`src/tart_pkg.sv`:
```
package tart_pkg;

   //---------------------------------------------------------------------
   // System bus widths
   //---------------------------------------------------------------------
   localparam int BBITS = 8;                 // Bus data width
   typedef logic [BBITS-1:0] bus_data_t;
   localparam int WBITS = 7;                 // Bus address width
   typedef logic [WBITS-1:0] bus_adr_t;
   localparam int CSUM_BITS = 24;            // Visibilities checksum

   // Device selects, taken from the top address bits
   localparam logic [3:0] CTRL_DEV = 4'hF;   // adr[6:3]
   localparam logic [2:0] ACQ_DEV  = 3'h0;   // adr[6:4]

   //---------------------------------------------------------------------
   // Reset/control unit, offsets on adr[1:0]
   //---------------------------------------------------------------------
   localparam logic [1:0] CTRL_STATUS   = 2'd0;
   localparam logic [1:0] CTRL_CSUM_LO  = 2'd1;
   localparam logic [1:0] CTRL_CSUM_MID = 2'd2;
   localparam logic [1:0] CTRL_CSUM_HI  = 2'd3;
   localparam int ST_RESET_BIT  = 7;         // Soft reset in progress
   localparam int ST_AQ_EN_BIT  = 2;
   localparam int ST_AQ_DBG_BIT = 1;
   localparam int ST_VX_EN_BIT  = 0;
   localparam int SRST_BIT      = 0;         // Write 1 to start soft reset

   //---------------------------------------------------------------------
   // Acquisition unit, offsets on adr[3:0]
   //---------------------------------------------------------------------
   localparam logic [3:0] AQ_CTRL   = 4'd0;
   localparam logic [3:0] AQ_DELAY  = 4'd1;
   localparam logic [3:0] VX_CTRL   = 4'd2;
   localparam logic [3:0] VX_BLOCK  = 4'd3;
   localparam logic [3:0] VX_STATUS = 4'd4;  // Read only
   localparam logic [3:0] VX_ACCESS = 4'd5;  // Read clears available
   localparam int AQ_EN_BIT     = 7;
   localparam int AQ_COUNT_BIT  = 2;
   localparam int AQ_SHIFT_BIT  = 1;
   localparam int AQ_DEBUG_BIT  = 0;
   localparam int AQ_DELAY_BITS = 3;
   localparam int VX_EN_BIT     = 7;
   localparam int VX_OVW_BIT    = 6;
   localparam int VS_DEBUG_BIT  = 7;
   localparam int VS_ENABLE_BIT = 6;
   localparam int VS_AVAIL_BIT  = 5;
   localparam int VS_OFLOW_BIT  = 4;
   localparam int VS_BANK_BITS  = 4;         // Bank field, bits 3..0

endpackage

```
`src/tart_bus_decoder.sv`:
```
`timescale 1ns/1ps

module tart_bus_decoder (
   input  logic                b_clk,
   input  logic                rst_i,

   // From the bus master
   input  logic                cyc_i,
   input  logic                stb_i,
   input  tart_pkg::bus_adr_t  adr_i,

   // Reset/control unit
   output logic                ctrl_stb_o,
   input  logic                ctrl_ack_i,
   input  tart_pkg::bus_data_t ctrl_dat_i,

   // Acquisition unit
   output logic                acq_stb_o,
   input  logic                acq_ack_i,
   input  tart_pkg::bus_data_t acq_dat_i,

   // Back to the master
   output logic                ack_o,
   output logic                err_o,
   output tart_pkg::bus_data_t dat_o
);

   logic ctrl_hit;
   logic acq_hit;
   logic miss_stb;
   logic ctrl_sel;
   logic acq_sel;
   logic miss_sel;

   //---------------------------------------------------------------------
   // Address decode
   //---------------------------------------------------------------------
   // Control unit lives at the top of the map, acquisition at the bottom
   assign ctrl_hit = adr_i[6:3] == tart_pkg::CTRL_DEV;
   assign acq_hit  = adr_i[6:4] == tart_pkg::ACQ_DEV;

   assign ctrl_stb_o = cyc_i && stb_i && ctrl_hit;
   assign acq_stb_o  = cyc_i && stb_i && acq_hit;
   assign miss_stb   = cyc_i && stb_i && !ctrl_hit && !acq_hit; // Unmapped

   //---------------------------------------------------------------------
   // Selection register
   //---------------------------------------------------------------------
   // Holds the target for the response cycle; a new strobe in the same
   // cycle simply overwrites it, since each response is one cycle long
   always_ff @(posedge b_clk) begin
      if (rst_i || !cyc_i) begin
         ctrl_sel <= 1'b0;
         acq_sel  <= 1'b0;
         miss_sel <= 1'b0;
      end else begin
         ctrl_sel <= ctrl_stb_o;
         acq_sel  <= acq_stb_o;
         miss_sel <= miss_stb;
      end
   end

   //---------------------------------------------------------------------
   // Response multiplexer
   //---------------------------------------------------------------------
   assign ack_o = ctrl_ack_i || acq_ack_i;  // Peers never ack together
   assign err_o = miss_sel;                 // Nobody home at that address

   always_comb begin
      if (ctrl_sel) begin
         dat_o = ctrl_dat_i;
      end else if (acq_sel) begin
         dat_o = acq_dat_i;
      end else begin
         dat_o = '0;                        // Idle or error cycle
      end
   end

endmodule

```
`src/tart_control.sv`:
```
`timescale 1ns/1ps

module tart_control #(
   parameter int RTIME = 4                  // Soft-reset length, cycles
) (
   input  logic                              b_clk,
   input  logic                              rst_i,

   // Bus slave port
   input  logic                              stb_i,
   input  logic                              we_i,
   input  logic [1:0]                        adr_i,
   input  tart_pkg::bus_data_t               dat_i,
   output logic                              ack_o,
   output tart_pkg::bus_data_t               dat_o,

   // System status in
   input  logic                              aq_enabled_i,
   input  logic                              aq_debug_i,
   input  logic                              vx_enabled_i,
   input  logic [tart_pkg::CSUM_BITS-1:0]    checksum_i,

   // Soft reset out
   output logic                              soft_rst_o
);

   localparam int CBITS = $clog2(RTIME + 1); // Room for RTIME itself

   logic [CBITS-1:0]    rcount;
   logic                rst_busy;
   logic                rst_req;
   tart_pkg::bus_data_t status;
   tart_pkg::bus_data_t rd_data;

   //---------------------------------------------------------------------
   // Status byte
   //---------------------------------------------------------------------
   always_comb begin
      status                          = '0;
      status[tart_pkg::ST_RESET_BIT]  = rst_busy;
      status[tart_pkg::ST_AQ_EN_BIT]  = aq_enabled_i;
      status[tart_pkg::ST_AQ_DBG_BIT] = aq_debug_i;
      status[tart_pkg::ST_VX_EN_BIT]  = vx_enabled_i;
   end

   // Read mux, checksum split into three bytes
   always_comb begin
      case (adr_i)
         tart_pkg::CTRL_STATUS:   rd_data = status;
         tart_pkg::CTRL_CSUM_LO:  rd_data = checksum_i[7:0];
         tart_pkg::CTRL_CSUM_MID: rd_data = checksum_i[15:8];
         default:                 rd_data = checksum_i[23:16]; // CTRL_CSUM_HI
      endcase
   end

   //---------------------------------------------------------------------
   // Bus response
   //---------------------------------------------------------------------
   always_ff @(posedge b_clk) begin
      if (rst_i) begin
         ack_o <= 1'b0;
      end else begin
         ack_o <= stb_i;                    // Always one cycle later
      end
   end

   always_ff @(posedge b_clk) begin
      if (stb_i && !we_i) begin
         dat_o <= rd_data;
      end
   end

   //---------------------------------------------------------------------
   // Soft-reset timer
   //---------------------------------------------------------------------
   assign rst_busy = rcount != '0;
   assign rst_req  = stb_i && we_i && adr_i == tart_pkg::CTRL_STATUS &&
                     dat_i[tart_pkg::SRST_BIT];

   // Down-counter; requests while it runs are dropped
   always_ff @(posedge b_clk) begin
      if (rst_i) begin
         rcount <= '0;
      end else if (rst_req && !rst_busy) begin
         rcount <= CBITS'(RTIME);           // High from the ack cycle on
      end else if (rst_busy) begin
         rcount <= rcount - 1'b1;
      end
   end

   assign soft_rst_o = rst_busy;             // RTIME cycles wide

endmodule

```
`src/tart_acquire.sv`:
```
`timescale 1ns/1ps

module tart_acquire #(
   parameter int XBITS = 4                  // Bank counter width, 4 max
) (
   input  logic                                 b_clk,
   input  logic                                 rst_i,
   input  logic                                 soft_rst_i,

   // Bus slave port
   input  logic                                 stb_i,
   input  logic                                 we_i,
   input  logic [3:0]                           adr_i,
   input  tart_pkg::bus_data_t                  dat_i,
   output logic                                 ack_o,
   output tart_pkg::bus_data_t                  dat_o,

   // Correlator block events
   input  logic                                 newblock_i,
   input  logic                                 overflow_i,

   // Acquisition settings
   output logic                                 aq_enabled_o,
   output logic                                 aq_debug_o,
   output logic                                 aq_shift_o,
   output logic                                 aq_count_o,
   output logic [tart_pkg::AQ_DELAY_BITS-1:0]   aq_delay_o,

   // Visibilities settings
   output logic                                 vx_enabled_o,
   output logic                                 vx_overwrite_o,
   output tart_pkg::bus_data_t                  blocksize_o
);

   logic                clear;
   logic                wr_stb;
   logic                rd_stb;
   logic                accessed;
   logic                available;
   logic [XBITS-1:0]    bank;
   tart_pkg::bus_data_t vx_status;
   tart_pkg::bus_data_t rd_data;

   assign clear    = rst_i || soft_rst_i;
   assign wr_stb   = stb_i && we_i;
   assign rd_stb   = stb_i && !we_i;
   assign accessed = rd_stb && adr_i == tart_pkg::VX_ACCESS;

   //---------------------------------------------------------------------
   // Settings registers
   //---------------------------------------------------------------------
   always_ff @(posedge b_clk) begin
      if (clear) begin
         aq_enabled_o   <= 1'b0;
         aq_debug_o     <= 1'b0;
         aq_shift_o     <= 1'b0;
         aq_count_o     <= 1'b0;
         aq_delay_o     <= '0;
         vx_enabled_o   <= 1'b0;
         vx_overwrite_o <= 1'b0;
         blocksize_o    <= '0;
      end else if (wr_stb) begin
         case (adr_i)
            tart_pkg::AQ_CTRL: begin
               aq_enabled_o <= dat_i[tart_pkg::AQ_EN_BIT];
               aq_count_o   <= dat_i[tart_pkg::AQ_COUNT_BIT];
               aq_shift_o   <= dat_i[tart_pkg::AQ_SHIFT_BIT];
               aq_debug_o   <= dat_i[tart_pkg::AQ_DEBUG_BIT];
            end
            tart_pkg::AQ_DELAY: aq_delay_o <= dat_i[tart_pkg::AQ_DELAY_BITS-1:0];
            tart_pkg::VX_CTRL: begin
               vx_enabled_o   <= dat_i[tart_pkg::VX_EN_BIT];
               vx_overwrite_o <= dat_i[tart_pkg::VX_OVW_BIT];
            end
            tart_pkg::VX_BLOCK: blocksize_o <= dat_i;
            default: ;                      // Status offsets are read only
         endcase
      end
   end

   //---------------------------------------------------------------------
   // Bank counter and available flag
   //---------------------------------------------------------------------
   always_ff @(posedge b_clk) begin
      if (clear) begin
         bank      <= '0;
         available <= 1'b0;
      end else begin
         if (newblock_i) begin
            bank <= bank + 1'b1;            // Wraps at 2**XBITS
         end
         if (newblock_i) begin
            available <= 1'b1;              // New block beats the access
         end else if (accessed) begin
            available <= 1'b0;
         end
      end
   end

   always_comb begin
      vx_status                          = '0;
      vx_status[tart_pkg::VS_DEBUG_BIT]  = aq_debug_o;
      vx_status[tart_pkg::VS_ENABLE_BIT] = vx_enabled_o;
      vx_status[tart_pkg::VS_AVAIL_BIT]  = available;
      vx_status[tart_pkg::VS_OFLOW_BIT]  = overflow_i;
      vx_status[tart_pkg::VS_BANK_BITS-1:0] = tart_pkg::VS_BANK_BITS'(bank);
   end

   //---------------------------------------------------------------------
   // Read-back, only the defined bits
   //---------------------------------------------------------------------
   always_comb begin
      rd_data = '0;
      case (adr_i)
         tart_pkg::AQ_CTRL: begin
            rd_data[tart_pkg::AQ_EN_BIT]    = aq_enabled_o;
            rd_data[tart_pkg::AQ_COUNT_BIT] = aq_count_o;
            rd_data[tart_pkg::AQ_SHIFT_BIT] = aq_shift_o;
            rd_data[tart_pkg::AQ_DEBUG_BIT] = aq_debug_o;
         end
         tart_pkg::AQ_DELAY: rd_data[tart_pkg::AQ_DELAY_BITS-1:0] = aq_delay_o;
         tart_pkg::VX_CTRL: begin
            rd_data[tart_pkg::VX_EN_BIT]  = vx_enabled_o;
            rd_data[tart_pkg::VX_OVW_BIT] = vx_overwrite_o;
         end
         tart_pkg::VX_BLOCK:  rd_data = blocksize_o;
         tart_pkg::VX_STATUS: rd_data = vx_status;
         tart_pkg::VX_ACCESS: rd_data = vx_status; // Snapshot before clear
         default:             rd_data = '0;        // Unused offsets
      endcase
   end

   // Ack only follows rst_i, so a soft reset never drops a response
   always_ff @(posedge b_clk) begin
      if (rst_i) begin
         ack_o <= 1'b0;
      end else begin
         ack_o <= stb_i;
      end
   end

   always_ff @(posedge b_clk) begin
      if (rd_stb) begin
         dat_o <= rd_data;
      end
   end

endmodule

```
`src/tart_bus_top.sv`:
```
`timescale 1ns/1ps

module tart_bus_top #(
   parameter int RTIME = 4,                 // Soft-reset length
   parameter int XBITS = 4                  // Bank counter width
) (
   input  logic                                 b_clk,
   input  logic                                 rst_i,

   // System bus, from the external master
   input  logic                                 cyc_i,
   input  logic                                 stb_i,
   input  logic                                 we_i,
   input  tart_pkg::bus_adr_t                   adr_i,
   input  tart_pkg::bus_data_t                  dat_i,
   output logic                                 ack_o,
   output logic                                 err_o,
   output tart_pkg::bus_data_t                  dat_o,

   // Correlator side
   input  logic                                 newblock_i,
   input  logic                                 overflow_i,
   input  logic [tart_pkg::CSUM_BITS-1:0]       checksum_i,

   // Soft reset and settings
   output logic                                 reset_o,
   output logic                                 aq_enabled_o,
   output logic                                 aq_debug_o,
   output logic                                 aq_shift_o,
   output logic                                 aq_count_o,
   output logic [tart_pkg::AQ_DELAY_BITS-1:0]   aq_delay_o,
   output logic                                 vx_enabled_o,
   output logic                                 vx_overwrite_o,
   output tart_pkg::bus_data_t                  blocksize_o
);

   logic                ctrl_stb;
   logic                ctrl_ack;
   tart_pkg::bus_data_t ctrl_dat;
   logic                acq_stb;
   logic                acq_ack;
   tart_pkg::bus_data_t acq_dat;

   //---------------------------------------------------------------------
   // Address decoder and response mux
   //---------------------------------------------------------------------
   tart_bus_decoder u_decoder (
      .b_clk      (b_clk),
      .rst_i      (rst_i),
      .cyc_i      (cyc_i),
      .stb_i      (stb_i),
      .adr_i      (adr_i),
      .ctrl_stb_o (ctrl_stb),
      .ctrl_ack_i (ctrl_ack),
      .ctrl_dat_i (ctrl_dat),
      .acq_stb_o  (acq_stb),
      .acq_ack_i  (acq_ack),
      .acq_dat_i  (acq_dat),
      .ack_o      (ack_o),
      .err_o      (err_o),
      .dat_o      (dat_o)
   );

   //---------------------------------------------------------------------
   // Reset/control unit
   //---------------------------------------------------------------------
   tart_control #(
      .RTIME (RTIME)
   ) u_control (
      .b_clk        (b_clk),
      .rst_i        (rst_i),
      .stb_i        (ctrl_stb),
      .we_i         (we_i),
      .adr_i        (adr_i[1:0]),       // Four registers
      .dat_i        (dat_i),
      .ack_o        (ctrl_ack),
      .dat_o        (ctrl_dat),
      .aq_enabled_i (aq_enabled_o),
      .aq_debug_i   (aq_debug_o),
      .vx_enabled_i (vx_enabled_o),
      .checksum_i   (checksum_i),
      .soft_rst_o   (reset_o)
   );

   //---------------------------------------------------------------------
   // Acquisition control unit
   //---------------------------------------------------------------------
   tart_acquire #(
      .XBITS (XBITS)
   ) u_acquire (
      .b_clk          (b_clk),
      .rst_i          (rst_i),
      .soft_rst_i     (reset_o),        // Cleared by the soft reset too
      .stb_i          (acq_stb),
      .we_i           (we_i),
      .adr_i          (adr_i[3:0]),
      .dat_i          (dat_i),
      .ack_o          (acq_ack),
      .dat_o          (acq_dat),
      .newblock_i     (newblock_i),
      .overflow_i     (overflow_i),
      .aq_enabled_o   (aq_enabled_o),
      .aq_debug_o     (aq_debug_o),
      .aq_shift_o     (aq_shift_o),
      .aq_count_o     (aq_count_o),
      .aq_delay_o     (aq_delay_o),
      .vx_enabled_o   (vx_enabled_o),
      .vx_overwrite_o (vx_overwrite_o),
      .blocksize_o    (blocksize_o)
   );

endmodule

```
`config.mk`:
```
export PLATFORM = sky130hd
export DESIGN_NAME = tart_bus_top
export DESIGN_NICKNAME = d
export VERILOG_FILES = /design/src/tart_pkg.sv /design/src/tart_bus_decoder.sv /design/src/tart_control.sv /design/src/tart_acquire.sv /design/src/tart_bus_top.sv
export SDC_FILE = /design/constraint.sdc
export NUM_CORES = 1
export LEC_CHECK = 0
export ABC_AREA = 1
export BUFFER_PORTS_ARGS = -buffer_cell sky130_fd_sc_hd__buf_4
export CAP_MARGIN = 5
export CORE_MARGIN = 10
export CORE_UTILIZATION = 39
export CTS_CLUSTER_SIZE = 8
export DETAILED_ROUTE_END_ITERATION = 12
export GPL_TIMING_DRIVEN = 0
export MAX_ROUTING_LAYER = met4
export PLACE_DENSITY = 0.65
export SKIP_CTS_REPAIR_TIMING = 1
export SYNTH_ARGS = -nofsm -noshare
export SYNTH_HDL_FRONTEND = slang
export SYNTH_SLANG_ARGS = --single-unit
```
`constraint.sdc`:
```
create_clock -name b_clk -period 1.6 [get_ports b_clk]
set_input_delay 0.32 -clock b_clk [delete_from_list [all_inputs] [get_ports b_clk]]
set_output_delay 0.32 -clock b_clk [all_outputs]
set_load 0.1 [all_outputs]
```
# Word level (Yosys, flattened, before mapping)
# Index checks and enable logic that the tools add are counted.
[word_totals] wordCells=73 out_inout_bits=28 regBits=46
[classes] reduce_logical=33 eq_ne=8 add_sub_neg=2 n_mux=11
[ops] cell="$pmux W8 S3" count=1
[ops] cell="$mux W8" count=2
[ops] cell="$logic_and A1 B1 Y1" count=13
[ops] cell="$pmux W3 S4" count=1
[ops] cell="$eq A4 B2 Y1 const B" count=2
[ops] cell="$eq A4 B3 Y1 const B" count=2
[ops] cell="$reduce_and A2 Y1" count=4
[ops] cell="$mux W3" count=2
[ops] cell="$pmux W3 S2" count=1
[ops] cell="$logic_not A1 Y1" count=5
[ops] cell="$add A4 B1 Y4 const B" count=1
[ops] cell="$eq A4 B1 Y1 const B" count=1
[ops] cell="$eq A4 B4 Y1 const B" count=1
[ops] cell="$logic_not A4 Y1" count=1
[ops] cell="$pmux W1 S4" count=1
[ops] cell="$reduce_bool A2 Y1" count=2
[ops] cell="$reduce_or A2 Y1" count=2
[ops] cell="$logic_not A3 Y1" count=1
[ops] cell="$logic_or A1 B1 Y1" count=3
[ops] cell="$pmux W1 S3" count=1
[ops] cell="$reduce_bool A3 Y1" count=1
[ops] cell="$sub A3 B1 Y3 const B" count=1
[ops] cell="$eq A2 B1 Y1 const B" count=1
[ops] cell="$eq A2 B2 Y1 const B" count=1
[ops] cell="2 further kinds" count=3

# Longest topological paths before layout
[logic_depth] ltp_word=7 mapped_depth=8

# Hierarchy
# From an unflattened synthesis, not the netlist that was laid out.
[hier_totals] hier_cells=316 hier_area_um2=2296.0
[modules_own_cells] module="tart_acquire" instances=1 area_per_inst_um2=1400.1 cells_each=185
[modules_own_cells] module="tart_control" instances=1 area_per_inst_um2=639.4 cells_each=84
[modules_own_cells] module="tart_bus_decoder" instances=1 area_per_inst_um2=256.5 cells_each=47

# Least setup slack after synthesis
# OpenSTA, ideal clock, no wires.
[synth_timing] path_type="register to output" start="register u_decoder.ctrl_sel" end="output dat_o[0]" n_path_buf=1 slack_ps=-68 arrival_ps=1348 required_ps=1280 path_stages_with_launch=5 path_cell_list="dfxtp_1 > clkbuf_1 > inv_1 > nand3_1 > nand2_1"
[synth_between] elab_chain_cells=1
[synth_lines] element="start, declared" line_no="tart_bus_decoder.sv:31" text="logic ctrl_sel;"
[synth_lines] element="start signal, assigned" line_no="tart_bus_decoder.sv:57" text="ctrl_sel <= ctrl_stb_o;"
[synth_lines] element="$mux W8" line_no="tart_bus_decoder.sv:70" text="if (ctrl_sel) begin"
[synth_lines] element="end, declared" line_no="tart_bus_top.sv:18" text="output tart_pkg::bus_data_t dat_o,"
# No other way between the ends.

# Worst setup path in the final report
[layout_timing] start="register u_control.rcount[0]" end="output reset_o"
[layout_between] elab_chain_cells=1
[layout_lines] element="start, declared" line_no="tart_control.sv:29" text="logic [CBITS-1:0] rcount;"
[layout_lines] element="start signal, assigned" line_no="tart_control.sv:85" text="rcount <= CBITS'(RTIME);"
[layout_lines] element="start signal, assigned" line_no="tart_control.sv:87" text="rcount <= rcount - 1'b1;"
[layout_lines] element="$reduce_bool A3 Y1" line_no="tart_control.sv:76" text="assign rst_busy = rcount != '0;"
[layout_lines] element="end, declared" line_no="tart_bus_top.sv:26" text="output logic reset_o,"
# No other way between the ends.

==> metrics.txt <==
# TYPE chip_impl_metric gauge
chip_impl_metric{name="grt_util_all_layers",unit="%"} 13.8
chip_impl_metric{name="timing.fmax",unit="MHz"} 666
chip_impl_metric{name="antennaDiodeCount",unit=""} 0
chip_impl_metric{name="area_delta_synth_final",unit="%"} 34.4
chip_impl_metric{name="synth_cells",unit=""} 310
chip_impl_metric{name="clock_insertion_delay_worst_skew",unit="ps"} 290
chip_impl_metric{name="maxSlewViolCount",unit=""} 0
chip_impl_metric{name="final.hold.worst_slack",unit="ps"} 241
chip_impl_metric{name="power.ir.vdd_worst",unit="µV"} 479
chip_impl_metric{name="grt_pass1_vias",unit=""} 2214
chip_impl_metric{name="synthesis.nets",unit=""} 359
chip_impl_metric{name="num-nets-final",unit=""} 437
chip_impl_metric{name="drt_first_iter_violations",unit=""} 135
chip_impl_info{name="clock_tree.root_cell",value="sky130_fd_sc_hd__clkbuf_8"} 1
chip_impl_metric{name="route.met2.wl",unit="mm"} 3.18
chip_impl_metric{name="cts_num_sinks",unit=""} 46
chip_impl_metric{name="grt_antenna_before_repair",unit=""} 0
chip_impl_metric{name="timing.critical_path.required",unit="ps"} 1280
chip_impl_metric{name="htree_num_levels",unit=""} 2
chip_impl_metric{name="post_synth_num_cell_types",unit=""} 30
chip_impl_metric{name="worst_ep_arrival_time",unit="ps"} 1180
chip_impl_info{name="synth_top_flop_cell",value="sky130_fd_sc_hd__dfxtp_1"} 1
chip_impl_metric{name="starting_density_of_the_core",unit="%"} 40.2
chip_impl_metric{name="power.static_leakage",unit="nW"} 1.42
chip_impl_info{name="critPathKind",value="reg -> out"} 1
chip_impl_metric{name="io-pin-count",unit=""} 74
chip_impl_info{name="unrepaired_setup_endpoints_after_global_routing",value="false"} 1
chip_impl_info{name="tritoncts_clock_tree",value="done"} 1
chip_impl_info{name="highest_layer",value="met4"} 1
chip_impl_metric{name="dp.final_hpwl",unit="mm"} 5.28
chip_impl_metric{name="nFillCells",unit=""} 595
chip_impl_metric{name="drt-vias-per-instance",unit=""} 4.90
chip_impl_metric{name="seq_area",unit="mm²"} 0.00108
chip_impl_metric{name="powerDensity",unit="mW/mm²"} 969
chip_impl_metric{name="route.detailed.wl_per_inst",unit="µm"} 14.4
chip_impl_metric{name="worst_setup_hold_path_clk_slew",unit="ps"} 80
chip_impl_metric{name="fp.coreArea",unit="mm²"} 0.00592
chip_impl_metric{name="clock_tree.buffer_depth",unit=""} 2
chip_impl_metric{name="maxSlewHeadroom",unit="%"} 73.7
chip_impl_metric{name="met3_length",unit="µm"} 464
chip_impl_info{name="outcome",value="complete, no violations"} 1
chip_impl_metric{name="final.period_utilization",unit="%"} 93.8
chip_impl_metric{name="finalWirelength",unit="mm"} 6.69
chip_impl_info{name="setup.worst_path.start_class",value="register"} 1
chip_impl_metric{name="multiInputGateArea",unit="mm²"} 0.00111
chip_impl_metric{name="syn-mean-instance-area",unit="µm²"} 7.68
chip_impl_metric{name="synth-edff-count",unit=""} 16
chip_impl_metric{name="total_power_after_layout",unit="mW"} 3.10
chip_impl_metric{name="postSynth.asyncResetShare",unit="%"} 0
chip_impl_metric{name="drc",unit=""} 0
chip_impl_metric{name="drt_first_pass_iters",unit=""} 4
chip_impl_metric{name="buffer_ports.inserted",unit=""} 73
chip_impl_metric{name="placed_cell_area",unit="mm²"} 0.00304
chip_impl_metric{name="layout.cell_area.non_filler",unit="mm²"} 0.00320
chip_impl_metric{name="setup_violations",unit=""} 0
chip_impl_metric{name="yosys_register_bits",unit=""} 46
chip_impl_metric{name="postRouteAntennaNets",unit=""} 0
chip_impl_metric{name="grt_max_degree",unit=""} 14
chip_impl_metric{name="synth_seq_area_share",unit="%"} 45.4
chip_impl_metric{name="max_cap_viol_count",unit=""} 0
chip_impl_info{name="hold_path_class",value="in -> reg"} 1
chip_impl_metric{name="cts_buffers",unit=""} 5
chip_impl_metric{name="critPathMaxFanout",unit=""} 5
chip_impl_metric{name="tightestPinTransition",unit="ps"} 394
chip_impl_metric{name="worst_clock_skew",unit="ps"} 11.1
chip_impl_metric{name="met1Wirelength",unit="mm"} 2.99
chip_impl_metric{name="hold_viol",unit=""} 0
chip_impl_metric{name="num_rows",unit=""} 28
chip_impl_metric{name="finalCriticalPeriod",unit="ps"} 1500
chip_impl_metric{name="globalRouteOverflowTotal",unit=""} 0
chip_impl_metric{name="drive_gt1_share",unit="%"} 32.6
chip_impl_metric{name="gpl.final_weighted_congestion",unit=""} 0.849
chip_impl_metric{name="area_of_the_mapped_netlist",unit="mm²"} 0.00238
chip_impl_metric{name="wire_length_of_the_first_global_routing_pass",unit="mm"} 10.8
chip_impl_metric{name="synth-warning-count",unit=""} 0
chip_impl_metric{name="floorplan.die_area",unit="mm²"} 0.00963
chip_impl_metric{name="die_h",unit="µm"} 98.1
chip_impl_metric{name="chipWidth",unit="µm"} 98.1
chip_impl_metric{name="total_via_count_after_detailed_routing",unit=""} 2272
chip_impl_info{name="endpoint_kind",value="output port"} 1
==> cells in the mapped netlist (3+ instances only) <==
| cell | instances | area (µm²) |
|---|---|---|
| sky130_fd_sc_hd__o2111ai_1 | 3 | 26.3 |
| sky130_fd_sc_hd__ha_1 | 3 | 37.5 |
| sky130_fd_sc_hd__inv_1 | 28 | 105 |
| sky130_fd_sc_hd__nor2_1 | 47 | 176 |
| sky130_fd_sc_hd__nand2_1 | 88 | 330 |
| sky130_fd_sc_hd__nor2_2 | 4 | 25.0 |
| sky130_fd_sc_hd__nand3_1 | 16 | 80.1 |
| sky130_fd_sc_hd__o21ai_0 | 6 | 30.0 |
| sky130_fd_sc_hd__nand2_2 | 5 | 31.3 |
| sky130_fd_sc_hd__nand4_1 | 22 | 138 |
| sky130_fd_sc_hd__edfxtp_1 | 16 | 480 |
| sky130_fd_sc_hd__nor2_4 | 4 | 45.0 |
| sky130_fd_sc_hd__dfxtp_1 | 30 | 601 |
| sky130_fd_sc_hd__a21oi_1 | 7 | 35.0 |
| sky130_fd_sc_hd__nor3_1 | 3 | 15.0 |
| sky130_fd_sc_hd__inv_2 | 8 | 30.0 |
==> layout make-up <==
cell class	count	share of cell area [%]
repair buffers	73	18.5
flip-flops and latches	46	33.9
multi-input cells	218	34.7
clock inverters	1	0.939
well taps	75	2.93
clock buffers	7	2.39
plain buffers	7	2.23
inverters	37	4.42
==> cell families (layout without fill, tap and decap cells) <==
logic type,count (synthesis),after routing,share of synthesized area (%)
adders and majority gates,3,3,1.58
xor gates and xnor gates,1,1,0.368
buffers and inverters,46,125,9.25
and+or+nand+nor,196,196,38.8
AOI/OAI and AO/OA,18,18,4.57
DFF,46,46,45.4
==> worst paths after layout <==
check                                                      start                          endpoint  slack [ps]  cells after the start
worst max-delay path            u_control.rcount[0]$_SDFFE_PP0P_                           reset_o         100                      4
worst min-delay path                                       rst_i  u_control.rcount[2]$_SDFFE_PP0P_         240                      2
worst min register to register  u_acquire.available$_SDFFE_PP0P_  u_acquire.available$_SDFFE_PP0P_         470                      2
worst max register to register  u_control.rcount[0]$_SDFFE_PP0P_    u_acquire.bank[3]$_SDFFE_PP0P_         250                      7
==> power by group <==
part           switching [mW]  leakage [nW]  internal (mW)  total, mW
sequential             0.0367         0.381           1.27       1.30
clock                   0.372        0.0524          0.468      0.840
combinational           0.597         0.983          0.361      0.957
==> placed cells by master (no fill, tap or decap), types with 7 or more instances in the layout <==
master and instances:
sky130_fd_sc_hd__nand2_2 12, sky130_fd_sc_hd__inv_2 9, sky130_fd_sc_hd__a21oi_1 7, sky130_fd_sc_hd__dfxtp_1 28, sky130_fd_sc_hd__buf_6 10, sky130_fd_sc_hd__nand3_1 16
sky130_fd_sc_hd__nand2_1 80, sky130_fd_sc_hd__nor2_1 45, sky130_fd_sc_hd__buf_4 66, sky130_fd_sc_hd__nand4_1 22, sky130_fd_sc_hd__edfxtp_1 16, sky130_fd_sc_hd__inv_1 27
==> sequential cells by signal (all words and copies together), names as in the netlist, 3 cells and up <==
signal and count:
u_acquire.aq_delay_o 3, u_acquire.bank 4, u_acquire.blocksize_o 8, u_acquire.dat_o 8
u_control.dat_o 8, u_control.rcount 3
==> worst max-delay path, cell delays in order, from the launching register on <==
cell,delay [ps]
sky130_fd_sc_hd__dfxtp_1,310
sky130_fd_sc_hd__inv_1,120
sky130_fd_sc_hd__ha_2,210
sky130_fd_sc_hd__nand2_4,80
sky130_fd_sc_hd__buf_12,170
==> metrics by stage <==
stage	std cells	setup TNS (ps)	setup slack, ps	util (%)
after floorplan	310	0	68.5	-
after global placement	458	-3500	-259	51.4
after detailed placement	458	-3210	-230	51.4
after CTS	466	-1790	-225	53.2
after global routing	464	0	13.6	54.0
final	464	0	98.5	54.0
==> layer usage <==
layer / vias to the layer above / global-route usage (%)
met2: 76 / 22.1
met3: 6 / 3.59
met4: 0 / 3.13
li1: 1161 / -
met5: - / -
met1: 1029 / 17.0
No activity file was read; power rests on OpenSTA's default activity.
